===== config.mk =====
export PLATFORM = sky130hd
export DESIGN_NAME = mem_reset_ctrl
export DESIGN_NICKNAME = d
export VERILOG_FILES = /design/src/source/mem_harness_pkg.sv /design/src/source/mem_reset_ctrl.sv
export SDC_FILE = /design/constraint.sdc
export NUM_CORES = 1
export LEC_CHECK = 0
export BUFFER_PORTS_ARGS = -buffer_cell sky130_fd_sc_hd__buf_2
export CORE_AREA = 2 2 39 41
export DETAILED_ROUTE_END_ITERATION = 10
export DIE_AREA = 0 0 41 43
export GPL_TIMING_DRIVEN = 1
export PLACE_DENSITY = 0.43
export SLEW_MARGIN = 20
export SYNTH_ARGS = -nofsm -noshare
export SYNTH_HDL_FRONTEND = slang
export SYNTH_SLANG_ARGS = --single-unit

===== constraint.sdc =====
create_clock -name clk_i -period 2.1 [get_ports clk_i]
set_input_delay 0.315 -clock clk_i [delete_from_list [all_inputs] [get_ports clk_i]]
set_output_delay 0.315 -clock clk_i [all_outputs]
set_load 0.05 [all_outputs]

===== src/source/mem_harness_pkg.sv =====
package mem_harness_pkg;

  localparam int data_width_lp         = 32;
  localparam int tag_program_cycles_lp = 8;
  localparam int reset_depth_lp        = 3;

  // channel address field widths
  localparam int bg_width_lp          = 1;
  localparam int ba_width_lp          = 2;
  localparam int ro_width_lp          = 4;
  localparam int co_width_lp          = 3;
  localparam int byte_offset_width_lp = 2;

  // word index drops the byte offset
  localparam int mem_addr_width_lp =
    ro_width_lp + bg_width_lp + ba_width_lp + co_width_lp;
  localparam int mem_words_lp      = 1 << mem_addr_width_lp;

  // counter must reach tag_program_cycles_lp itself
  localparam int tag_cnt_width_lp = $clog2(tag_program_cycles_lp + 1);

  typedef logic [bg_width_lp-1:0]          dram_bg_t;
  typedef logic [ba_width_lp-1:0]          dram_ba_t;
  typedef logic [ro_width_lp-1:0]          dram_ro_t;
  typedef logic [co_width_lp-1:0]          dram_co_t;
  typedef logic [byte_offset_width_lp-1:0] dram_byte_offset_t;

  typedef logic [data_width_lp-1:0]     data_t;
  typedef logic [mem_addr_width_lp-1:0] mem_word_addr_t;
  typedef logic [tag_cnt_width_lp-1:0]  tag_cnt_t;

  // cache side order
  typedef struct packed {
    dram_bg_t          bg;
    dram_ba_t          ba;
    dram_ro_t          ro;
    dram_co_t          co;
    dram_byte_offset_t byte_offset;
  } cache_ch_addr_s;

  // dram side order, row first
  typedef struct packed {
    dram_ro_t          ro;
    dram_bg_t          bg;
    dram_ba_t          ba;
    dram_co_t          co;
    dram_byte_offset_t byte_offset;
  } dram_ch_addr_s;

  typedef struct packed {
    logic           write_not_read;
    cache_ch_addr_s addr;
    data_t          data;
  } dma_req_s;

  typedef struct packed {
    logic          write_not_read;
    dram_ch_addr_s addr;
    data_t         data;
  } dram_req_s;

  typedef struct packed {
    dram_ch_addr_s addr;
    data_t         data;
  } dram_rsp_s;

  typedef struct packed {
    cache_ch_addr_s addr;
    data_t          data;
  } dma_rsp_s;

endpackage


===== src/source/mem_reset_ctrl.sv =====
`timescale 1ns/1ps

module mem_reset_ctrl
  import mem_harness_pkg::*;
  (
    input clk_i
    , input rst_i

    , output logic tag_done_o
    , output logic core_reset_o
    , output logic mem_ready_o
  );

  typedef enum logic {
    tag_program
    , tag_done
  } tag_state_e;

  tag_state_e state_r;
  tag_state_e state_n;
  tag_cnt_t   cnt_r;
  logic       cnt_hit;

  logic [reset_depth_lp-1:0] reset_chain_r;

  // programming ends once the counter has seen every cycle
  assign cnt_hit = (cnt_r == tag_cnt_t'(tag_program_cycles_lp));

  always_comb begin
    state_n = state_r;
    case (state_r)
      tag_program: begin
        if (cnt_hit) begin
          state_n = tag_done;
        end
      end
      tag_done: begin
        state_n = tag_done;
      end
      default: begin
        state_n = tag_program;
      end
    endcase
  end

  always_ff @(posedge clk_i) begin
    if (rst_i) begin
      state_r <= tag_program;
      cnt_r   <= '0;
    end else begin
      state_r <= state_n;
      if (state_r == tag_program && !cnt_hit) begin
        cnt_r <= cnt_r + 1'b1;
      end
    end
  end

  assign tag_done_o = (state_r == tag_done);

  // hold the memory side in reset until done has crossed the chain
  always_ff @(posedge clk_i) begin
    if (rst_i) begin
      reset_chain_r <= '1;
    end else begin
      reset_chain_r <= {reset_chain_r[reset_depth_lp-2:0], ~tag_done_o};
    end
  end

  assign core_reset_o = reset_chain_r[reset_depth_lp-1];
  assign mem_ready_o  = ~core_reset_o;

endmodule


# [Word-level counts from Yosys, hierarchy flattened]
# Index checks and enable logic that the tools add are counted.
[classes] add_sub_neg=1 eq_ne=1 mux=2 bitwise=2 reduce_logical=2
[op_table] operator="$add A4 B1 Y4 const B" count=1
[op_table] operator="$eq A4 B4 Y1 const B" count=1
[op_table] operator="$not A1 Y1" count=2
[op_table] operator="$pmux W1 S2" count=1
[op_table] operator="$logic_and A1 B1 Y1" count=1
[op_table] operator="$logic_not A1 Y1" count=1
[op_table] operator="$mux W1" count=1
[totals] register_bits=8 in_bits=2 out_inout_bits=3 wordCells=11

# [Depth between registers and ports, before layout]
[depth] ltp_word=3 depth_mapped=4 depth_no_buf=4

# [Least setup slack after synthesis]
# Ideal clock, no wire load.
[synth_path] kind="reg2reg" start="register cnt_r[0]" end="register cnt_r[0]" setup_time_ns=0.121 arrival_ns=1.179 t_required_ns=1.979 slack_ns=0.800 path_stages_with_launch=5 n_path_buf=0 synth_period_minus_slack_ns=1.300 cell_sequence="dfxtp_1 > inv_1 > ha_1 > a31oi_4 > mux2_2"
[synth_via] elab_chain_cells=3 elab_cells_between_ends=4 cone_classes="add/sub (1); eq/ne (1); reduce/logical (2)"
[synth_rtl] element="start, declared" line_no="mem_reset_ctrl.sv:21" rtl="tag_cnt_t cnt_r;"
[synth_rtl] element="start signal, assigned" line_no="mem_reset_ctrl.sv:53" rtl="cnt_r <= cnt_r + 1'b1;"
[synth_rtl] element="branches (longest 3 deep; another with $add A4 B1 Y4)"
# Parallel ways; which one is timed is not known.
# A chain may end at the register's enable or synchronous reset.

# [Worst setup path in the final report]
# Same ends and word-level chain as after synthesis.

==> impl_results.md <==
* Max-cap viol count at 0
* Worst hold path class: primary input to flop
* Post-Route WL at 511 um
* Total track usage at 8.963%
* Multi-input logic area at 167.7 um^2
* Reg-to-reg endpoint: cnt_r[0]
* Final setup viols at 0
* Max-slew violations at 0
* Final Power at slightly above 300 uW
* Register area at 160.2 um^2
* Crit path time final at 1.380 ns
* Filler cells at 152
* Global-route wire length before repair at 931 um
* Wirelength per Cell at 9.291 um
* DR iter-0 viols at 3
* Yosys reg bits at 8
* Overflow after GRT at 0
* WS Path Type: flop to flop
* P_leak at 0.0001723 uW
* Worst r2r path cells at 4
* Die width at 41 um
* I/O pins at 5
* VDD IR max at around 450 uV
* Max Freq at 0.7248 GHz
* Slew HR at 83.40%
* Vias in the first global route at 240
* Full die area at between 1500 and 2000 um^2
* Vias at ~230
* Clock Sinks at 8
* Cts bufs inserted at 3
* Reg2reg setup slack at around 0.72 ns
* PwrDens at about 760 nW/um^2
* Syn Nets at 37
* Hold WS at just over 0.3 ns
* Post-cts sizing count at 0
* Post-CTS setup buffer count at 0
* Post-Syn Area per Cell at 10.50 um^2
* Critical Path AT at 1.53 ns
* Vias/cell at between 4 and 5
* Initial Util at 25.05%
* Synth Warn # at 0
* Final nets at 45
* Largest net degree at the start of global routing at 11
* Worst EP required at 2.25 ns
* Worst Clk Skew at 0.005179 ns
* H-Tree Depth at 1
* Remaining DRCs at 0
* Hold Path Origin: rst_i
* Placed cells at 52
* CTS Hold Buffers Added at 0
* Reg-to-Reg Start: cnt_r[0]
* Clk root buf: clkbuf_4
* Core Box Area at 1384 um^2
* Rows at 14
* Worst-path maximum fanout at 4
* Non-Filler Instances at 55
* Die height at 43 um
* Clock latency on the worst-skew pair at 0.26 ns
* IO Port Bufs at 4
* Final period utilization at 65.70%
* Seq/Total Area, Yosys at 46.21%
* Critical Path End Type: flop
* CTS max path bufs at 2
* Post-synth cell types at 17
* CTS tree: done
* Startpoint types: flop
* Syn Inst Count at 33
* WHS Endpoint: cnt_r[2]
* Final GP Congestion at 0.7331
* Initial antenna violation count at 0
* Setup TNS at 0 ns
* Layout cells sized above 1 at 33.33%
* Final Hold Fails at 0
* Unrepaired setup endpoints after global routing: false
* Pre-Repair DR Iteration Count at 2
* Hold Crit Depth at 2
* Post-route ant nets at 0
* P&R area growth vs syn at 16.97%
* Post-Syn Area at ~350 um^2
* Ant. Diodes at 0
* Clock transition at the registers of the reported paths at 0.05 ns
* Slew at the pin closest to its max-slew limit at 0.2508 ns
* Status: finished, final reports clean
-- final cells by class --
cell class | instances | share of cell area [%]
clock buffers | 3 | 5.556
inverters | 4 | 3.704
multi-input cells | 20 | 41.36
flip-flops and latches | 8 | 39.51
well taps | 16 | 4.938
repair buffers | 4 | 4.938
-- how the worst max path moves through the flow --
stage / startpoint / endpoint / slack, ns
6_report: cnt_r[0] / cnt_r[0] / 0.72
5_1_grt: cnt_r[0] / cnt_r[0] / 0.66
4_1_cts: cnt_r[0] / cnt_r[0] / 0.71
3_5_place_dp: cnt_r[0] / cnt_r[0] / 0.72
3_3_place_gp: cnt_r[0] / cnt_r[0] / 0.76
2_1_floorplan: cnt_r[0] / cnt_r[0] / 0.80
-- metrics by stage --
| stage | worst slack (ns) | utilization, % | cell area (um^2) |
|---|---|---|---|
| 5_1_grt | 0.6583 | 29.29 | 405.4 |
| 3_3_place_gp | 0.7576 | 27.67 | 382.9 |
| 6_report | 0.7204 | 29.29 | 405.4 |
| 2_1_floorplan | 0.8002 | - | 346.6 |
| 4_1_cts | 0.7072 | 29.29 | 405.4 |
| 3_5_place_dp | 0.7227 | 27.67 | 382.9 |
-- registers in the layout, indices dropped and copies added (netlist names) --
register,count
cnt_r,4
tag_done_o,1
reset_chain_r,3
-- cell usage in the layout (no fill, tap or decap) --
cell type  synthesis  routed
dfxtp_1            8       8
a31oi_4            1       1
mux2_2             1       1
mux2i_1            1       1
inv_1              4       4
a211o_1            1       1
nand2b_4           1       1
a21oi_2            1       1
nand2b_1           2       2
or2_2              2       2
xor2_1             1       1
nor2_1             4       4
ha_1               2       2
nand2_1            1       1
buf_2              0       4
clkbuf_4           0       3
or2b_1             1       1
nand4b_1           1       1
-- cell usage after synthesis --
cell / number / area [um^2]
a211o_1: 1 / 8.760
a21oi_2: 1 / 8.760
a31oi_4: 1 / 21.27
clkbuf_1: 1 / 3.750
dfxtp_1: 8 / 160.2
ha_1: 2 / 25.02
inv_1: 4 / 15.01
mux2_2: 1 / 11.26
mux2i_1: 1 / 10.01
nand2_1: 1 / 3.750
nand2b_1: 2 / 12.51
nand2b_4: 1 / 13.76
nand4b_1: 1 / 8.760
nor2_1: 4 / 15.01
or2_2: 2 / 12.51
or2b_1: 1 / 7.510
xor2_1: 1 / 8.760
-- metal layers --
| metal | track usage, % | wire length, um | share of wire (%) |
|---|---|---|---|
| met5 | 0 | 0 | 0 |
| met4 | 8.000 | 26 | 5.1 |
| met3 | 7.853 | 44 | 8.6 |
| met2 | 10.63 | 208 | 41 |
| met1 | 9.091 | 232 | 45 |
-- critical path, stage by stage (launching register included) --
cell	delay [ns]
dfxtp_1	0.38
inv_1	0.08
ha_1	0.24
a31oi_4	0.23
mux2_2	0.35
-- where the power goes --
part	internal (uW)	leakage, uW	switching, uW
clock network	65.5	0.0000138	53.4
logic	12.3	0.0000933	14.5
registers	158	0.0000652	5.88
-- cells by family after synthesis --
logic type,Yosys count,synth area share [%]
buffers and inverters,5,5.413
AOI/OAI and AO/OA,3,11.19
and+or+nand+nor,12,21.30
DFF,8,46.21
xor gates and xnor gates,1,2.528
muxes,2,6.137
adders and majority gates,2,7.219
Power figures use the tool's default switching activity.
