$ cat src/source/mem_harness_pkg.sv
package mem_harness_pkg;

  localparam int data_width_lp         = 32;
  localparam int tag_program_cycles_lp = 8;
  localparam int reset_depth_lp        = 3;

  // channel address field widths
  localparam int bg_width_lp          = 1;
  localparam int ba_width_lp          = 2;
  localparam int ro_width_lp          = 4;
  localparam int co_width_lp          = 3;
  localparam int byte_offset_width_lp = 2;

  // word index drops the byte offset
  localparam int mem_addr_width_lp =
    ro_width_lp + bg_width_lp + ba_width_lp + co_width_lp;
  localparam int mem_words_lp      = 1 << mem_addr_width_lp;

  // counter must reach tag_program_cycles_lp itself
  localparam int tag_cnt_width_lp = $clog2(tag_program_cycles_lp + 1);

  typedef logic [bg_width_lp-1:0]          dram_bg_t;
  typedef logic [ba_width_lp-1:0]          dram_ba_t;
  typedef logic [ro_width_lp-1:0]          dram_ro_t;
  typedef logic [co_width_lp-1:0]          dram_co_t;
  typedef logic [byte_offset_width_lp-1:0] dram_byte_offset_t;

  typedef logic [data_width_lp-1:0]     data_t;
  typedef logic [mem_addr_width_lp-1:0] mem_word_addr_t;
  typedef logic [tag_cnt_width_lp-1:0]  tag_cnt_t;

  // cache side order
  typedef struct packed {
    dram_bg_t          bg;
    dram_ba_t          ba;
    dram_ro_t          ro;
    dram_co_t          co;
    dram_byte_offset_t byte_offset;
  } cache_ch_addr_s;

  // dram side order, row first
  typedef struct packed {
    dram_ro_t          ro;
    dram_bg_t          bg;
    dram_ba_t          ba;
    dram_co_t          co;
    dram_byte_offset_t byte_offset;
  } dram_ch_addr_s;

  typedef struct packed {
    logic           write_not_read;
    cache_ch_addr_s addr;
    data_t          data;
  } dma_req_s;

  typedef struct packed {
    logic          write_not_read;
    dram_ch_addr_s addr;
    data_t         data;
  } dram_req_s;

  typedef struct packed {
    dram_ch_addr_s addr;
    data_t         data;
  } dram_rsp_s;

  typedef struct packed {
    cache_ch_addr_s addr;
    data_t          data;
  } dma_rsp_s;

endpackage

$ cat src/source/dma_addr_map.sv
`timescale 1ns/1ps

module dma_addr_map
  import mem_harness_pkg::*;
  (
    input clk_i
    , input core_reset_i

    , input           dma_v_i
    , input dma_req_s dma_req_i

    , output logic      dram_v_o
    , output dram_req_s dram_req_o
  );

  dram_ch_addr_s dram_addr;
  dram_req_s     dram_req_n;
  logic          dram_v_r;
  dram_req_s     dram_req_r;

  // same fields, dram order
  always_comb begin
    dram_addr.ro          = dma_req_i.addr.ro;
    dram_addr.bg          = dma_req_i.addr.bg;
    dram_addr.ba          = dma_req_i.addr.ba;
    dram_addr.co          = dma_req_i.addr.co;
    dram_addr.byte_offset = dma_req_i.addr.byte_offset;
  end

  always_comb begin
    dram_req_n.write_not_read = dma_req_i.write_not_read;
    dram_req_n.addr           = dram_addr;
    dram_req_n.data           = dma_req_i.data;
  end

  // strobes during core reset are dropped here
  always_ff @(posedge clk_i) begin
    if (core_reset_i) begin
      dram_v_r <= 1'b0;
    end else begin
      dram_v_r <= dma_v_i;
    end
  end

  always_ff @(posedge clk_i) begin
    if (dma_v_i) begin
      dram_req_r <= dram_req_n;
    end
  end

  assign dram_v_o   = dram_v_r;
  assign dram_req_o = dram_req_r;

endmodule

$ cat config.mk
export PLATFORM = sky130hd
export DESIGN_NAME = dma_addr_map
export DESIGN_NICKNAME = d
export VERILOG_FILES = /design/src/source/mem_harness_pkg.sv /design/src/source/dma_addr_map.sv
export SDC_FILE = /design/constraint.sdc
export NUM_CORES = 1
export LEC_CHECK = 0
export ABC_AREA = 1
export BUFFER_PORTS_ARGS = -buffer_cell sky130_fd_sc_hd__buf_2
export CAP_MARGIN = 20
export CORE_ASPECT_RATIO = 1.75
export CORE_MARGIN = 2
export CORE_UTILIZATION = 43
export DETAILED_ROUTE_END_ITERATION = 6
export GPL_TIMING_DRIVEN = 0
export PLACE_DENSITY = 0.83
export SYNTH_ARGS = -nofsm -noshare
export SYNTH_HDL_FRONTEND = slang
export SYNTH_SLANG_ARGS = --single-unit
$ cat constraint.sdc
create_clock -name clk_i -period 0.94 [get_ports clk_i]
set_input_delay 0.188 -clock clk_i [delete_from_list [all_inputs] [get_ports clk_i]]
set_output_delay 0.188 -clock clk_i [all_outputs]
set_load 0.005 [all_outputs]
=== Yosys cells after proc, flatten, opt, wreduce, memory -nomap -nowiden ===
Cells that the tools add are included.

* Word-level logic and storage cells: 8
* Bits of input ports: 48
* Output and inout port bits: 46
* Bits in registers: 46

=== Depth between registers and ports, before layout ===
Gate-level depths: netlist of run 1.

* Word-level depth: 0
* Gate-level depth with buffers: 2

=== Worst setup path before layout of run 1 ===
Ideal clock, no wire load.

* Path kind: register to output
* Start: reg dram_req_r (netlist bit dram_req_o[0])
* End: out dram_req_o[0] (netlist name)
* Cell stages (with the launch flop): 1
* Buffers on the path: 0
* Data arrival time: 0.355 ns
* Setup slack: 0.397 ns
* Cells stage by stage: edfxtp_1

{| class="wikitable"
|+ RTL lines
! what !! RTL line !! RTL
|-
| start: declaration || dma_addr_map.sv:19 || <nowiki>dram_req_s dram_req_r;</nowiki>
|-
| start signal: assignment || dma_addr_map.sv:47 || <nowiki>dram_req_r <= dram_req_n;</nowiki>
|-
| end: declaration || dma_addr_map.sv:13 || <nowiki>, output dram_req_s dram_req_o</nowiki>
|}

No word-level cell between the ends.

=== Final worst setup path of run 1 ===
* Start: reg dram_req_r (netlist bit dram_req_o[37])
* End: out dram_req_o[37] (netlist name)

No word-level cell between the ends.

==> results of run 1 <==
## layout by cell type, fill, tap and decap left out
cell type / instances
buf_4: 1
buf_2: 92
inv_1: 1
clkbuf_8: 5
clkbuf_1: 3
nor2_2: 1
edfxtp_1: 45
dfxtp_1: 1
## worst max-delay path by stage
stage / cells after the start / slack [ns] / start / to
floorplan: 0 / 0.40 / dram_req_o[0]$_DFFE_PP_ / dram_req_o[0]
global placement: 1 / -0.32 / dma_v_i / dram_req_o[15]$_DFFE_PP_
detailed placement: 1 / -0.40 / dma_v_i / dram_req_o[15]$_DFFE_PP_
CTS: 1 / -0.07 / dram_req_o[37]$_DFFE_PP_ / dram_req_o[37]
global route: 1 / -0.09 / dram_req_o[31]$_DFFE_PP_ / dram_req_o[31]
finish: 1 / -0.05 / dram_req_o[37]$_DFFE_PP_ / dram_req_o[37]
## metrics by stage
stage / TNS [ns] / hold slack [ns] / instance area (µm²) / utilization (%)
3_3_place_gp: -14.75 / 0.354 / 1900 / 61.2
3_5_place_dp: -18.31 / 0.352 / 1900 / 61.2
5_1_grt: -2.88 / 0.0455 / 1980 / 63.8
2_1_floorplan: 0 / 0.255 / 1380 / -
6_report: -0.996 / 0.0572 / 1980 / 63.8
4_1_cts: -1.74 / 0.0457 / 1980 / 63.8
## synth_stat cells (all sizes together)
| library cell | n |
|---|---|
| nor2 | 1 |
| inv | 1 |
| dfxtp | 1 |
| edfxtp | 45 |
## what timing repair did
item,CTS,global route
endpoints found under the setup margin,91,45
setup buffers,0,0
gates resized for setup,1,0
## sequential cells by signal, indices dropped and copies added, names as in the netlist
name,count
dram_req_o,45
dram_v_o,1
## routing by layer
| metal | routed length (µm) | vias to the layer above | share of wire, % |
|---|---|---|---|
| li1 | - | 387 | - |
| met1 | 806 | 392 | 31 |
| met2 | 1510 | 46 | 58 |
| met3 | 226 | 8 | 8.7 |
| met4 | 71 | 0 | 2.7 |
| met5 | 0 | - | 0 |
## cell families (layout without fill, tap and decap cells)
family / after synthesis / after routing / share of synthesized area (%)
buffers and inverters: 1 / 102 / 0.271
flip-flops: 46 / 46 / 99.3
AND/OR/NAND/NOR: 1 / 1 / 0.453
## power groups by stage
stage | Clock, mW | Combinational [mW] | Sequential (mW)
after floorplan | 0 | 0.00241 | 2.54
after global placement | 0 | 0.300 | 2.50
after detailed placement | 0 | 0.315 | 2.51
after CTS | 1.13 | 0.316 | 2.46
after global routing | 1.20 | 0.337 | 2.48
final | 1.08 | 0.308 | 2.46
## cell type report
| class | instances | area (µm²) | area share, % |
|---|---|---|---|
| Clock buffer | 8 | 80.1 | 4.04 |
| Timing Repair Buffer | 93 | 468 | 23.6 |
| Multi-Input combinational cell | 1 | 6.26 | 0.315 |
| Inverter | 1 | 3.75 | 0.189 |
| Sequential cell | 46 | 1370 | 69.1 |
| Tap cell | 43 | 53.8 | 2.71 |
==> flow_metrics.py, run 1 <==
metrics = {
    "final_layout": {
        "layout-area-overhead-vs-synth_pct": 43.6,
        "stdcell_count": 192,
        "fillerInstances": 265,
        "final_net_count": 196,
        "antennaDiodeCount": 0,
        "fraction_of_final_layout_cells_sized_beyond_drive_strength_1_pct": 66.4,
    },
    "clocking": {
        "cts_max_level": 2,
        "tritoncts": "built",
        "cts_hold_buf": 0,
        "cts-buffers-inserted": 5,
        "clk_pin_slew_ns": 0.07,
        "cts_buffer_depth": 2,
        "cts.sinks": 46,
        "ctsRootBufferMaster": "clkbuf_8",
    },
    "pwr": {
        "combPwrFrac_pct": 8.0,
        "power_switching_uw": 730,
        "clock_power_share_pct": 28.1,
        "worst_ir_drop_vdd_mv": 1.13,
        "power.internal_mw": 3.12,
        "power.switching_fraction_pct": 19.0,
        "pwr-share-seq_pct": 63.9,
        "totalPowerFinal_mw": 3.85,
        "static-leakage-power_nw": 0.863,
        "p_per_area_mw_per_mm2": 1940,
    },
    "global_routing": {
        "grt_antenna_before_repair": 0,
        "grt_busiest_layer": "met2",
        "grtUsageTotal_pct": 14.2,
        "groute.layer.met1.usage_pct": 13.6,
        "grt_start_max_net_pins": 47,
        "globalRoute.totalOverflow": 0,
        "gr-usage-met2_pct": 24.1,
        "grt_first_pass_wirelength_um": 3530,
        "met3_track_usage_gr_pct": 5.23,
        "via_count_of_the_first_global_routing_pass": 776,
    },
    "routing": {
        "detail_route.wl_per_cell_um": 13.6,
        "wirelength_um": 2610,
        "antenna_violating_nets_post_route": 0,
        "post_drt_via_cell_ratio": 4.34,
        "drt_pass1_iterations": 4,
        "route.detailed.drc": 0,
        "first_iter_violations": 21,
        "vias": 833,
    },
    "timing": {
        "finalSetupViolations": 45,
        "timing.slew.headroom_pct": 62.5,
        "maxSlewViolCount": 0,
        "post-route-min-period_ns": 0.987,
        "unrepaired_setup_endpoints_after_global_routing": "yes",
        "share_of_the_cycle_needed_by_the_critical_path_after_routing_pct": 105,
        "max_freq_mhz": 1010,
        "worst_margin_pin_slew_ns": 0.563,
        "worst_setup_slack_after_layout_ns": -0.0468,
        "final-hold-violation-count": 0,
    },
    "critical_path": {
        "crit_path_max_incr_delay_ns": 0.38,
        "critical_path_class": "flop to output pin",
        "startpoint_class": "flop",
        "critical_path_buf_inv_count": 1,
        "crit_slowest_cell": "edfxtp_1",
        "crit_path_required_time_ns": 0.75,
        "worst-path-max-fanout": 1,
        "path_delay_family": "flip-flops",
        "cp_capture_type": "output pin",
        "worstPathCellList": "buf_2",
        "critical_path_arrival_ns": 0.80,
    },
    "yosys": {
        "synth.avg_cell_area_um2": 28.8,
        "synth.yosys.warnings": 0,
        "largest_area_contributor_in_the_synthesized_netlist": "edfxtp_1",
        "ys_seq_elements": 46,
        "synthTopCellsByArea": "edfxtp_1 98%, dfxtp_1 1.4%, nor2_2 0.45%",
        "yosysSeqAreaShare_pct": 99.3,
        "netlist.area_leader.share_pct": 97.8,
        "synth.cell_area_mm2": 0.00138,
        "postSynthCellCount": 48,
        "netlist-cell-type-count": 4,
        "synth_nets": 96,
    },
    "die": {
        "floorplan.rows": 27,
        "floorplan.die.width_um": 46.8,
        "design.die.area_mm2": 0.00370,
        "initial_core_util_pct": 44.4,
        "coreArea_mm2": 0.00311,
        "io_pins": 94,
        "die_y_um": 79.0,
    },
    "worst_hold_path": {
        "worst_hold_startpoint": "core_reset_i",
        "worstHoldEndpoint": "dram_v_o$_SDFF_PP0_",
        "worst_hold_path.num_cells": 2,
        "worstHoldPathType": "input port to flop",
    },
    "status": {
        "violations": "setup timing",
        "run_status": "finished with violations",
    },
    "placement": {
        "dp_worst_setup_slack_ns": -0.402,
        "post-place-cells": 184,
        "place_congestion": 0.624,
        "buffer_ports.inserted": 93,
    },
    "run": {
        "max-cap-violations": 0,
    },
}
Power figures use the tool's default switching activity.
==> run 2: changes to the inputs <==
Settings changed: BUFFER_PORTS_ARGS -buffer_cell sky130_fd_sc_hd__buf_2 to not set, CORE_UTILIZATION 43 to 55, DONT_BUFFER_PORTS set to 1, PLACE_DENSITY 0.83 to 0.7.
==> flow_metrics.py, run 2 (synthesis results as in run 1) <==
metrics = {
    "status": {
        "run_status": "finished, final reports clean",
    },
    "routing": {
        "antenna_violating_nets_post_route": 0,
        "post_drt_via_cell_ratio": 5.35,
        "first_iter_violations": 13,
        "route.detailed.drc": 0,
        "detail_route.wl_per_cell_um": 21.3,
        "drt_pass1_iterations": 4,
        "wirelength_um": 2700,
        "vias": 679,
    },
    "timing": {
        "timing.slew.headroom_pct": 92.7,
        "share_of_the_cycle_needed_by_the_critical_path_after_routing_pct": 95.5,
        "unrepaired_setup_endpoints_after_global_routing": "no",
        "maxSlewViolCount": 0,
        "post-route-min-period_ns": 0.897,
        "setup-tns-final_ns": 0,
        "final-hold-violation-count": 0,
        "worst_margin_pin_slew_ns": 0.110,
        "max_freq_mhz": 1110,
        "finalSetupViolations": 0,
    },
    "clocking": {
        "cts_resized": 0,
        "cts_max_level": 2,
        "clk_pin_slew_ns": 0.08,
        "cts.sinks": 46,
        "tritoncts": "built",
        "cts_buffer_depth": 2,
        "cts-buffers-inserted": 5,
        "ctsRootBufferMaster": "clkbuf_8",
        "post_cts.repair.setup_buffers": 0,
        "cts_hold_buf": 46,
    },
    "placement": {
        "place_congestion": 0.718,
        "post-place-cells": 74,
        "buffer_ports.inserted": 0,
    },
    "global_routing": {
        "grt_first_pass_wirelength_um": 3900,
        "grtUsageTotal_pct": 19.3,
        "grt_antenna_before_repair": 0,
        "grt_start_max_net_pins": 47,
        "via_count_of_the_first_global_routing_pass": 765,
        "globalRoute.totalOverflow": 0,
    },
    "pwr": {
        "static-leakage-power_nw": 0.700,
        "totalPowerFinal_mw": 4.02,
        "worst_ir_drop_vdd_mv": 1.73,
        "p_per_area_mw_per_mm2": 2030,
    },
    "die": {
        "initial_core_util_pct": 56.8,
        "design.die.area_mm2": 0.00294,
        "coreArea_mm2": 0.00243,
        "die_y_um": 70.3,
        "floorplan.die.width_um": 41.9,
        "io_pins": 94,
        "floorplan.rows": 24,
    },
    "final_layout": {
        "layout-area-overhead-vs-synth_pct": 43.1,
        "antennaDiodeCount": 0,
        "most-common-layout-cells": "46 x dlygate4sd3_1, 45 x edfxtp_1, 5 x clkbuf_8",
        "stdcell_count": 127,
        "largest_register_ffs": 45,
        "fraction_of_final_layout_cells_sized_beyond_drive_strength_1_pct": 6.93,
        "final_net_count": 149,
        "leading_cell_type_in_the_layout_fill_and_taps_excluded": "dlygate4sd3_1",
    },
    "critical_path": {
        "crit_path_required_time_ns": 0.75,
        "startpoint_class": "flop",
        "worst-path-max-fanout": 1,
        "cp_capture_type": "output pin",
        "startpoint": "dram_req_o[23]$_DFFE_PP_",
        "critical_path_arrival_ns": 0.71,
        "critical_path_class": "flop to output pin",
    },
    "run": {
        "max-cap-violations": 0,
    },
    "worst_hold_path": {
        "worstHoldPathType": "input port to flop",
        "worst_hold_startpoint": "dma_v_i",
    },
}
run 2: final timing paths:
path,cells after the start,to,slack (ns)
setup / recovery,0,dram_req_o[23],0.04
hold / removal,0,dram_req_o[35]$_DFFE_PP_,0.007
run 2: per-layer routing:
layer / vias to the layer above / GRT usage (%) / part of all wire (%)
li1: 293 / - / -
met2: 70 / 32.1 / 53
met5: - / 0 / 0
met4: 0 / 9.68 / 2.2
met1: 309 / 18.4 / 32
met3: 7 / 10.9 / 12
run 2: through the flow:
step           cell area [µm²]  util, %  setup WS [ns]  hold slack, ns
6_report                  1980     81.3         0.0426         0.00689
4_1_cts                   1980     81.3         0.0395         0.00350
3_3_place_gp              1410     58.1          0.365           0.256
2_1_floorplan             1380        -          0.397           0.255
3_5_place_dp              1410     58.1          0.358           0.263
5_1_grt                   1980     81.3         0.0141         -0.0128
run 2: report_power, final:
part           total [mW]  switching, mW  leakage (nW)  internal, mW
registers            2.53         0.0898         0.449          2.44
logic               0.163         0.0346         0.199         0.128
clock network        1.33          0.560        0.0517         0.767
total                4.02          0.685         0.700          3.33
run 2: final cells by class:
type                       count  area (µm²)
sequential                    46        1370
clock inverter                 2        33.8
multi-input combinational      1        6.26
inverter                       1        3.75
tap                           26        32.5
fill                         109         455
clock buffer                   5        68.8
timing repair buffer          46         460
