==> config.mk <==
export PLATFORM = sky130hd
export DESIGN_NAME = read_done_unmap
export DESIGN_NICKNAME = d
export VERILOG_FILES = /design/src/source/mem_harness_pkg.sv /design/src/source/read_done_unmap.sv
export SDC_FILE = /design/constraint.sdc
export NUM_CORES = 1
export LEC_CHECK = 0
export BUFFER_PORTS_ARGS = -buffer_cell sky130_fd_sc_hd__buf_4
export CAP_MARGIN = 20
export CORE_MARGIN = 2
export CORE_UTILIZATION = 43
export DETAILED_ROUTE_END_ITERATION = 7
export PLACE_DENSITY = 0.83
export SYNTH_ARGS = -nofsm -noshare
export SYNTH_HDL_FRONTEND = slang
export SYNTH_SLANG_ARGS = --single-unit
==> constraint.sdc <==
create_clock -name clk_i -period 0.8 [get_ports clk_i]
set_clock_uncertainty 0.15 [all_clocks]
set_input_delay 0.04 -clock clk_i [delete_from_list [all_inputs] [get_ports clk_i]]
set_output_delay 0.04 -clock clk_i [all_outputs]
set_load 0.01 [all_outputs]
==> src/source/mem_harness_pkg.sv <==
package mem_harness_pkg;

  localparam int data_width_lp         = 32;
  localparam int tag_program_cycles_lp = 8;
  localparam int reset_depth_lp        = 3;

  // channel address field widths
  localparam int bg_width_lp          = 1;
  localparam int ba_width_lp          = 2;
  localparam int ro_width_lp          = 4;
  localparam int co_width_lp          = 3;
  localparam int byte_offset_width_lp = 2;

  // word index drops the byte offset
  localparam int mem_addr_width_lp =
    ro_width_lp + bg_width_lp + ba_width_lp + co_width_lp;
  localparam int mem_words_lp      = 1 << mem_addr_width_lp;

  // counter must reach tag_program_cycles_lp itself
  localparam int tag_cnt_width_lp = $clog2(tag_program_cycles_lp + 1);

  typedef logic [bg_width_lp-1:0]          dram_bg_t;
  typedef logic [ba_width_lp-1:0]          dram_ba_t;
  typedef logic [ro_width_lp-1:0]          dram_ro_t;
  typedef logic [co_width_lp-1:0]          dram_co_t;
  typedef logic [byte_offset_width_lp-1:0] dram_byte_offset_t;

  typedef logic [data_width_lp-1:0]     data_t;
  typedef logic [mem_addr_width_lp-1:0] mem_word_addr_t;
  typedef logic [tag_cnt_width_lp-1:0]  tag_cnt_t;

  // cache side order
  typedef struct packed {
    dram_bg_t          bg;
    dram_ba_t          ba;
    dram_ro_t          ro;
    dram_co_t          co;
    dram_byte_offset_t byte_offset;
  } cache_ch_addr_s;

  // dram side order, row first
  typedef struct packed {
    dram_ro_t          ro;
    dram_bg_t          bg;
    dram_ba_t          ba;
    dram_co_t          co;
    dram_byte_offset_t byte_offset;
  } dram_ch_addr_s;

  typedef struct packed {
    logic           write_not_read;
    cache_ch_addr_s addr;
    data_t          data;
  } dma_req_s;

  typedef struct packed {
    logic          write_not_read;
    dram_ch_addr_s addr;
    data_t         data;
  } dram_req_s;

  typedef struct packed {
    dram_ch_addr_s addr;
    data_t         data;
  } dram_rsp_s;

  typedef struct packed {
    cache_ch_addr_s addr;
    data_t          data;
  } dma_rsp_s;

endpackage

==> src/source/read_done_unmap.sv <==
`timescale 1ns/1ps

module read_done_unmap
  import mem_harness_pkg::*;
  (
    input clk_i
    , input core_reset_i

    , input            read_v_i
    , input dram_rsp_s read_i

    , output logic     rsp_v_o
    , output dma_rsp_s rsp_o
  );

  cache_ch_addr_s cache_addr;
  logic           rsp_v_r;
  dma_rsp_s       rsp_r;

  // back to cache order, field by field
  always_comb begin
    cache_addr.bg          = read_i.addr.bg;
    cache_addr.ba          = read_i.addr.ba;
    cache_addr.ro          = read_i.addr.ro;
    cache_addr.co          = read_i.addr.co;
    cache_addr.byte_offset = read_i.addr.byte_offset;
  end

  always_ff @(posedge clk_i) begin
    if (core_reset_i) begin
      rsp_v_r <= 1'b0;
    end else begin
      rsp_v_r <= read_v_i;
    end
  end

  always_ff @(posedge clk_i) begin
    if (read_v_i) begin
      rsp_r.addr <= cache_addr;
      rsp_r.data <= read_i.data;
    end
  end

  assign rsp_v_o = rsp_v_r;
  assign rsp_o   = rsp_r;

endmodule

# Word-level counts from Yosys, hierarchy flattened
# Cells that the tools add are included.
op_classes:
  add_sub_neg: 0
  n_mul: 0
  n_div: 0
  n_lt_le_gt_ge: 0
  n_eq_ne: 0
  shift: 0
  mux: 0
  bitwise_logic: 0
  n_reduce_logical: 0
word_totals:
  reg_bits: 45
  latch_bits: 0
  mem_bits_rw: 0
  romBits: 0
  in_bits: 47
  output_inout_bits: 45
  mem_count: 0

# Logic depth before layout (Yosys ltp)
# Gate-level depths: netlist (run 1).
depth:
  word_depth: 0
  mapped_depth: 1

# Worst setup path before layout (run 1)
# No wires, ideal clock.
synth_timing:
  path_kind: "reg2out"
  start: "register rsp_r (netlist bit rsp_o[0])"
  end: "output rsp_o[0] (netlist bit)"
  t_arrival_ns: 0.394
  path_slack_ns: 0.216
  stages_incl_launch_ff: 1
  cell_sequence: "edfxtp_1"
synth_rtl:
  columns: ["element", "line_no", "source"]
  rows:
  - ["from (decl)", "read_done_unmap.sv:18", "dma_rsp_s rsp_r;"]
  - ["to (decl)", "read_done_unmap.sv:13", ", output dma_rsp_s rsp_o"]
# No word-level cell between the ends.

# Worst setup path in the final report (run 1)
layout_timing:
  start: "register rsp_r (netlist bit rsp_o[17])"
  end: "output rsp_o[17] (netlist bit)"
# No word-level cell between the ends.

==> results of run 1 <==
routing by layer:
metal  wire (um)  vias to the layer above  global-route usage
met2        2670                       82               0.407
met4         143                        0               0.124
met5           0                        -                   0
li1            -                      476                   -
met3         546                       12               0.117
met1        1870                      540               0.309
cell families (layout without fill, tap and decap cells):
group	count (synthesis)	after routing	share of synthesized area
flops	45	45	0.990
simple gates	1	1	0.0102
buf+inv	0	147	0
metrics by stage:
| step | total power [uW] | cell area [um^2] |
|---|---|---|
| 4_1_cts | 4790 | 2760 |
| 2_1_floorplan | 3000 | 1360 |
| 3_5_place_dp | 3520 | 2140 |
| 3_3_place_gp | 3500 | 2140 |
| 6_report | 4930 | 2810 |
| 5_1_grt | 5080 | 2810 |
how the worst max path moves through the flow:
stage | startpoint | to
detailed placement | read_v_i | rsp_o[11]
CTS | rsp_o[39] | rsp_o[39]
global route | rsp_o[16] | rsp_o[16]
global placement | read_v_i | rsp_o[12]
floorplan | rsp_o[0] | rsp_o[0]
finish | rsp_o[17] | rsp_o[17]
where the power goes:
part | leakage [uW] | switching, uW | internal, uW | total, uW
combinational | 0.000712 | 332 | 621 | 953
clock | 0.0000320 | 749 | 336 | 1080
sequential | 0.000439 | 102 | 2800 | 2900
registers in the layout (all words and copies together), names as in the netlist:
signal	flops
rsp_v_o	1
rsp_o	44
timing repair:
| action | CTS | global route |
|---|---|---|
| gates cloned | 0 | 0 |
| endpoints found under the setup margin | 45 | 45 |
| buffers inserted | 0 | 0 |
| resized for setup | 31 | 15 |
| endpoints found under the hold margin | 89 | 45 |
area by class of cell:
cell class,count,area share
Sequential cell,45,0.477
Tap cell,44,0.0196
Clock inverter,2,0.00356
Multi-Input combinational cell,1,0.00489
Timing Repair Buffer,139,0.480
Clock buffer,6,0.0147
placed cells by master (no fill, tap or decap):
| cell | instances |
|---|---|
| clkbuf_1 | 1 |
| clkinv_2 | 2 |
| edfxtp_1 | 44 |
| buf_6 | 45 |
| nor2b_4 | 1 |
| clkbuf_4 | 5 |
| buf_4 | 47 |
| buf_12 | 2 |
| dfxtp_2 | 1 |
| dlygate4sd3_1 | 45 |
==> results.sh, run 1 <==
export IMPL_hold_path_depth=2
export IMPL_root_buffer="clkbuf_4"
export IMPL_synth_seq_cells=45
export IMPL_detail_route_wirelength_um=5230
export IMPL_violations="negative hold slack, negative setup slack"
export IMPL_dp_cells=184
export IMPL_arrival_ns=0.97
export IMPL_multi_input_area_um2=13.8
export IMPL_hold_buffers=45
export IMPL_min_from="read_v_i"
export IMPL_synth_edf_count=44
export IMPL_ant_nets=0
export IMPL_max_slew_margin=0.906
export IMPL_antenna_found_initial=0
export IMPL_holdWs_ns=-0.0815
export IMPL_synth_top_area_cell="edfxtp_1"
export IMPL_seq_area_frac_synth=0.990
export IMPL_yosys_top_cells_count="edfxtp_1 (44), dfxtp_1 (1), nor2b_4 (1)"
export IMPL_cp_num_buf_inv=1
export IMPL_stdcell_count=237
export IMPL_clk_path_buf_depth=2
export IMPL_status="complete, but fails checks"
export IMPL_grt_pass1_wl_um=6110
export IMPL_core_um2=3030
export IMPL_cp_depth=1
export IMPL_seq_area_um2=1340
export IMPL_synth_cell_type_count=3
export IMPL_pre_cts_slack_ns=0.00409
export IMPL_p_per_area_nw_per_um2=1750
export IMPL_fp_dieH_um=60.1
export IMPL_maxSlewViolCount=0
export IMPL_grt_overflow_total=0
export IMPL_start_util=0.448
export IMPL_synthTopCellsByArea="edfxtp_1 (98%), dfxtp_1 (1.5%), nor2b_4 (1.0%)"
export IMPL_dr_pass1_iters=4
export IMPL_yosysWarnings=0
export IMPL_cp_data_required_time_ns=0.61
export IMPL_synth_top_area_frac=0.975
export IMPL_cts_sinks=45
export IMPL_syn_num_nets=93
export IMPL_grt_pass1_vias=1191
export IMPL_min_path_type="input port to flop"
export IMPL_synth_ff_type="edfxtp_1"
export IMPL_synthCells=46
export IMPL_fillers=79
export IMPL_ioPinCount=92
export IMPL_worst_pin_slew_ns=0.141
export IMPL_end_kind="output port"
export IMPL_vias=1110
export IMPL_diodes=0
export IMPL_cp_max_fo=1
export IMPL_critical_path_startpoint_type="flop"
export IMPL_cap_violations=0
export IMPL_finalCritPeriodShare=1.45
export IMPL_setup_viol=45
export IMPL_criticalPathCategory="flop to output port"
export IMPL_ys_async_sr_fraction=0
export IMPL_viasPerCell=4.68
export IMPL_die_area_um2=3620
export IMPL_setup_slack_ns=-0.358
export IMPL_crit_path_top_delay_cell="edfxtp_1"
export IMPL_fin_crit_ns=1.16
export IMPL_track_usage=0.261
export IMPL_synthesis_area_um2=1360
export IMPL_hold_viol=45
export IMPL_syn_to_final_growth_pct=108
export IMPL_route_detailed_drc=0
export IMPL_place_congestion=0.694
export IMPL_synth_area_per_cell_um2=29.5
export IMPL_tns_ns=-14.22
export IMPL_slowest_delay_ns=0.45
export IMPL_ir_drop_mv=1.49
export IMPL_leakage_uw=0.00118
export IMPL_drive_gt1_frac=0.534
export IMPL_hold_path_end="rsp_o[38]"
export IMPL_htree_levels=2
export IMPL_rsz0062_at_grt="yes"
export IMPL_cts_buffers=5
export IMPL_final_util=0.929
export IMPL_cts_tree="done"
export IMPL_fmax_mhz=863
export IMPL_die_w_um=60.1
export IMPL_wl_per_cell_um=22.1
export IMPL_path_clk_slew_ns=0.14
export IMPL_row_count=20
export IMPL_grt_max_degree=22
export IMPL_io_buffers=91
export IMPL_final_nets=239
export IMPL_drt_iter0_markers=58
export IMPL_cp_top_family="flip-flops"
export IMPL_crit_chain="buf_6"
export IMPL_yosysMostFrequentCell="edfxtp_1"
(Power assumes the default switching activity.)
==> run 2: changes to the inputs <==
--- a/config.mk
+++ b/config.mk
@@ -5,6 +5,7 @@
 export SDC_FILE = /design/constraint.sdc
 export NUM_CORES = 1
 export LEC_CHECK = 0
+export ABC_AREA = 1
 export BUFFER_PORTS_ARGS = -buffer_cell sky130_fd_sc_hd__buf_4
 export CAP_MARGIN = 20
 export CORE_MARGIN = 2
==> run 2 against run 1 <==
Against the previous run:
- the run still ends with negative hold slack, negative setup slack left
- cell area down 0.58%
- via count is 3.5% higher
- first-iteration DRC count rose by 22%
- routed wire length is 8.7% higher
- global-route usage rose by 3.2 points
- utilization shrank 0.54 points
- final cell count up 0.42%
- fmax up 1.6%
- die area is 0.25% lower
- setup slack better by 0.019 ns
- critical endpoint is now rsp_o[26]
==> results.sh, run 2 <==
export IMPL_final_util=0.924
export IMPL_dp_cells=185
export IMPL_worst_pin_slew_ns=0.133
export IMPL_setup_viol=45
export IMPL_largest_reg_flops=44
export IMPL_ant_nets=0
export IMPL_fmax_mhz=878
export IMPL_fp_dieH_um=60.1
export IMPL_synthesis_area_um2=1350
export IMPL_finalCritPeriodShare=1.42
export IMPL_synth_compound_area_share=0
export IMPL_cp_top_family="flip-flops"
export IMPL_grt_max_degree=21
export IMPL_synth_xor_area_frac=0
export IMPL_synthCells=47
export IMPL_cts_sinks=45
export IMPL_path_clk_slew_ns=0.13
export IMPL_power_uw=4900
export IMPL_die_area_um2=3610
export IMPL_synth_fa_ha_area_frac=0
export IMPL_cts_buffers=5
export IMPL_end_kind="output port"
export IMPL_die_w_um=60.1
export IMPL_slowest_delay_ns=0.45
export IMPL_holdWs_ns=-0.0504
export IMPL_maxSlewViolCount=0
export IMPL_cap_violations=0
export IMPL_drive_gt1_frac=0.526
export IMPL_synth_ff_type="edfxtp_1"
export IMPL_grt_overflow_total=0
export IMPL_htree_levels=2
export IMPL_leakage_uw=0.00118
export IMPL_postCtsSetupBuffers=0
export IMPL_arrival_ns=0.95
export IMPL_synth_top_family_by_area="simple AND/OR/NAND/NOR gates"
export IMPL_layout_common_cells="buf_4 (50), dlygate4sd3_1 (45), edfxtp_1 (44), buf_6 (42), clkbuf_4 (5)"
export IMPL_track_usage=0.293
export IMPL_diodes=0
export IMPL_antenna_found_initial=0
export IMPL_violations="negative hold slack, negative setup slack"
export IMPL_cts_tree="done"
export IMPL_seq_area_frac_synth=0.993
export IMPL_start_util=0.446
export IMPL_critical_path_startpoint_type="flop"
export IMPL_cp_max_fo=1
export IMPL_io_buffers=91
export IMPL_final_common_cell="buf_4"
export IMPL_crit_chain="buf_6"
export IMPL_synth_top_area_cell="edfxtp_1"
export IMPL_setup_slack_ns=-0.339
export IMPL_yosysWarnings=0
export IMPL_cp_num_buf_inv=1
export IMPL_clk_path_buf_depth=2
export IMPL_ioPinCount=92
export IMPL_rsz0062_at_grt="yes"
export IMPL_place_congestion=0.711
export IMPL_row_count=20
export IMPL_synth_edf_count=44
export IMPL_max_slew_margin=0.911
export IMPL_hold_viol=45
export IMPL_viasPerCell=4.83
export IMPL_grt_pass1_wl_um=6840
export IMPL_p_per_area_nw_per_um2=1750
export IMPL_criticalPathCategory="flop to output port"
export IMPL_synth_mux_area_frac=0
export IMPL_vias=1149
export IMPL_fin_crit_ns=1.14
export IMPL_synth_top_area_frac=0.978
export IMPL_wl_per_cell_um=23.9
export IMPL_synth_cell_type_count=4
export IMPL_synth_area_per_cell_um2=28.8
export IMPL_cp_data_required_time_ns=0.61
export IMPL_root_buffer="clkbuf_4"
export IMPL_final_nets=240
export IMPL_status="complete, but fails checks"
export IMPL_synthTopCellsByArea="edfxtp_1 (98%), dfxtp_1 (1.5%), nor2_2 (0.46%), inv_1 (0.28%)"
export IMPL_grt_pass1_vias=1193
export IMPL_dr_pass1_iters=4
export IMPL_synth_seq_cells=45
export IMPL_hold_buffers=45
export IMPL_ir_drop_mv=1.85
export IMPL_syn_num_nets=94
export IMPL_crit_path_top_delay_cell="edfxtp_1"
export IMPL_core_um2=3030
export IMPL_drt_iter0_markers=71
export IMPL_tns_ns=-13.87
export IMPL_yosys_area_share_simple=0.00463
export IMPL_detail_route_wirelength_um=5690
export IMPL_min_path_type="input port to flop"
export IMPL_syn_to_final_growth_pct=107
export IMPL_stdcell_count=238
export IMPL_route_detailed_drc=0
export IMPL_yosysMostFrequentCell="edfxtp_1"
export IMPL_ys_async_sr_fraction=0
export IMPL_yosys_top_cells_count="edfxtp_1 (44), dfxtp_1 (1), inv_1 (1), nor2_2 (1)"
run 2: cell count changes after synthesis:
cell     before  now
inv_1         0    1
nor2b_4       1    0
nor2_2        0    1
run 2: per-layer routing:
| layer | vias up | share of wire | GRT usage |
|---|---|---|---|
| met2 | 99 | 0.52 | 0.489 |
| met3 | 16 | 0.084 | 0.0736 |
| li1 | 478 | - | - |
| met5 | - | 0 | 0 |
| met4 | 0 | 0.030 | 0.124 |
| met1 | 556 | 0.36 | 0.364 |
run 2: path summary, 6_finish.rpt:
path | start | end | slack, ns | cells past startpoint
min | read_v_i | rsp_o[12] | -0.05 | 2
max | rsp_o[26] | rsp_o[26] | -0.34 | 1
run 2: power by group:
part	internal [uW]	total, uW	switching, uW
Combinational	611	946	335
Clock	319	1040	722
Sequential	2800	2910	117
Total	3730	4900	1180
run 2: final cells by class:
class                   count  area, um^2
clock buffers               5        37.5
clock inverters             3        12.5
fillers                    91         231
inverters                   1        3.75
multi-input cells           1        6.26
flip-flops and latches     45        1340
well taps                  44        55.1
repair buffers            139        1340
run 2: repair_timing:
| item | in CTS | in global routing |
|---|---|---|
| endpoints found under the hold margin | 89 | 45 |
| resized for setup | 31 | 12 |
| endpoints found under the setup margin | 45 | 45 |
run 2: cells by family after synthesis:
group	Yosys count
flops	45
simple gates	1
buf+inv	1
run 2: through the flow:
stage | setup WS (ns) | instance area, um^2
2_1_floorplan | 0.216 | 1350
3_3_place_gp | 0.0259 | 2140
3_5_place_dp | 0.0177 | 2140
4_1_cts | -0.307 | 2750
5_1_grt | -0.366 | 2800
6_report | -0.339 | 2800
==> run 3: changes to the inputs <==
--- a/config.mk
+++ b/config.mk
@@ -10,6 +10,7 @@
 export CAP_MARGIN = 20
 export CORE_MARGIN = 2
 export CORE_UTILIZATION = 43
+export CTS_BUF_LIST = sky130_fd_sc_hd__clkbuf_8 sky130_fd_sc_hd__clkbuf_16
 export DETAILED_ROUTE_END_ITERATION = 7
 export PLACE_DENSITY = 0.83
 export SYNTH_ARGS = -nofsm -noshare
==> run 3 against run 2 <==
Against the previous run:
- first-iteration DRC count is 4.2% lower
- sequential power barely moved
- sequential share of layout area down 1.2 points
- the run still ends with negative hold slack, negative setup slack left
- routed wire length is 2.3% higher
- flip-flop and latch count unchanged
- utilization is 2.3 points higher
- setup slack better by 0.036 ns
- hold slack improved by 0.0051 ns
- critical path depth did not move
- critical path type unchanged
==> results.sh, run 3 (same netlist as run 2, synthesis figures left out) <==
export IMPL_final_common_cell="buf_4"
export IMPL_path_clk_slew_ns=0.08
export IMPL_multi_input_area_um2=6.26
export IMPL_ir_drop_mv=1.52
export IMPL_cts_buffers=5
export IMPL_clk_path_buf_depth=2
export IMPL_dp_cells=185
export IMPL_track_usage=0.272
export IMPL_final_util=0.947
export IMPL_dr_pass1_iters=4
export IMPL_leakage_uw=0.00134
export IMPL_hold_viol=16
export IMPL_dpl_instance_area_um2=2140
export IMPL_detail_route_wirelength_um=5810
export IMPL_antenna_found_initial=0
export IMPL_stdcell_count=237
export IMPL_start_util=0.446
export IMPL_hold_path_depth=2
export IMPL_max_slew_margin=0.896
export IMPL_ant_nets=0
export IMPL_cap_violations=0
export IMPL_core_um2=3030
export IMPL_status="complete, but fails checks"
export IMPL_crit_chain="buf_6"
export IMPL_vias=1140
export IMPL_setup_slack_ns=-0.304
export IMPL_die_area_um2=3610
export IMPL_setup_viol=65
export IMPL_postCtsSetupBuffers=0
export IMPL_syn_to_final_growth_pct=112
export IMPL_worst_pin_slew_ns=0.155
export IMPL_diodes=0
export IMPL_drt_iter0_markers=68
export IMPL_grtUsageMet1=0.328
export IMPL_seq_area_um2=1340
export IMPL_route_detailed_drc=0
export IMPL_holdWs_ns=-0.0453
export IMPL_viasPerCell=4.81
export IMPL_io_buffers=91
export IMPL_finalCritPeriodShare=1.38
export IMPL_grt_overflow_total=0
export IMPL_top_usage_layer="met2"
export IMPL_root_buffer="clkbuf_8"
export IMPL_min_path_type="input port to flop"
export IMPL_layout_common_cells="buf_4 (48), edfxtp_1 (44), buf_6 (43), dlygate4sd3_1 (28), dlymetal6s4s_1 (17)"
export IMPL_fillers=65
export IMPL_wl_per_cell_um=24.5
export IMPL_grt_pass1_wl_um=6420
export IMPL_grt_met3_usage=0.102
export IMPL_fin_crit_ns=1.10
export IMPL_cts_sinks=45
export IMPL_cp_num_buf_inv=1
export IMPL_grt_max_degree=21
export IMPL_rsz0062_at_grt="yes"
export IMPL_hold_path_end="rsp_o[38]"
export IMPL_crit_path_top_delay_cell="edfxtp_1"
export IMPL_ioPinCount=92
export IMPL_violations="negative hold slack, negative setup slack"
export IMPL_cp_data_required_time_ns=0.61
export IMPL_maxSlewViolCount=0
export IMPL_end_kind="output port"
export IMPL_die_w_um=60.1
export IMPL_cts_tree="done"
export IMPL_critical_path_startpoint_type="flop"
export IMPL_final_nets=239
export IMPL_place_congestion=0.711
export IMPL_criticalPathCategory="flop to output port"
export IMPL_finalInstanceArea_um2=2870
export IMPL_htree_levels=2
export IMPL_fp_dieH_um=60.1
export IMPL_cp_top_family="flip-flops"
export IMPL_p_per_area_nw_per_um2=1820
export IMPL_min_from="read_i[41]"
export IMPL_use_met2=0.443
export IMPL_fmax_mhz=906
export IMPL_slowest_delay_ns=0.45
export IMPL_cp_max_fo=1
export IMPL_row_count=20
export IMPL_largest_reg_flops=44
export IMPL_grt_pass1_vias=1142
export IMPL_arrival_ns=0.91
export IMPL_drive_gt1_frac=0.523
==> run 3: cell count changes in the layout (fill, tap and decap cells not counted) <==
cell            before  now
clkbuf_8             0    5
dlymetal6s4s_1       0   17
dlygate4sd3_1       45   28
buf_4               50   48
clkbuf_4             5    0
buf_6               42   43
==> run 3: power breakdown <==
group	internal, uW	switching, uW	total [uW]	leakage [uW]
Sequential	2800	118	2920	0.000439
Combinational	626	337	963	0.000856
Clock	589	760	1350	0.0000430
==> run 3: layer usage <==
| metal | share of wire | wire (um) |
|---|---|---|
| met4 | 0.026 | 152 |
| met5 | 0 | 0 |
| met2 | 0.54 | 3150 |
| met3 | 0.088 | 513 |
| met1 | 0.34 | 2000 |
==> run 3: worst max-delay path by stage <==
stage,start,to,slack [ns],depth (start not counted)
6_report,rsp_o[2],rsp_o[2],-0.30,1
4_1_cts,rsp_o[34],rsp_o[34],-0.24,1
2_1_floorplan,rsp_o[0],rsp_o[0],0.22,0
3_3_place_gp,read_v_i,rsp_o[7],0.03,2
3_5_place_dp,read_v_i,rsp_o[27],0.02,2
5_1_grt,rsp_o[2],rsp_o[2],-0.32,1
==> run 3: area by class of cell <==
type,instances,area share
timing repair buffer,138,0.481
sequential,45,0.468
clock buffer,5,0.0240
tap,44,0.0192
clock inverter,3,0.00436
multi-input combinational,1,0.00218
inverter,1,0.00131
==> run 3: repair_timing <==
item                       CTS  global route
hold endpoints to repair    50            23
resized for setup           29            32
hold buffers                45             1
setup endpoints to repair   45            64
==> run 3: through the flow <==
step	setup TNS, ns	setup WS [ns]	power [uW]	hold slack (ns)
2_1_floorplan	0	0.216	3000	-0.0431
3_3_place_gp	0	0.0259	3490	0.0504
3_5_place_dp	0	0.0177	3510	0.0560
4_1_cts	-9.60	-0.245	5040	-0.0172
5_1_grt	-11.94	-0.321	5380	-0.0520
6_report	-11.02	-0.304	5230	-0.0453
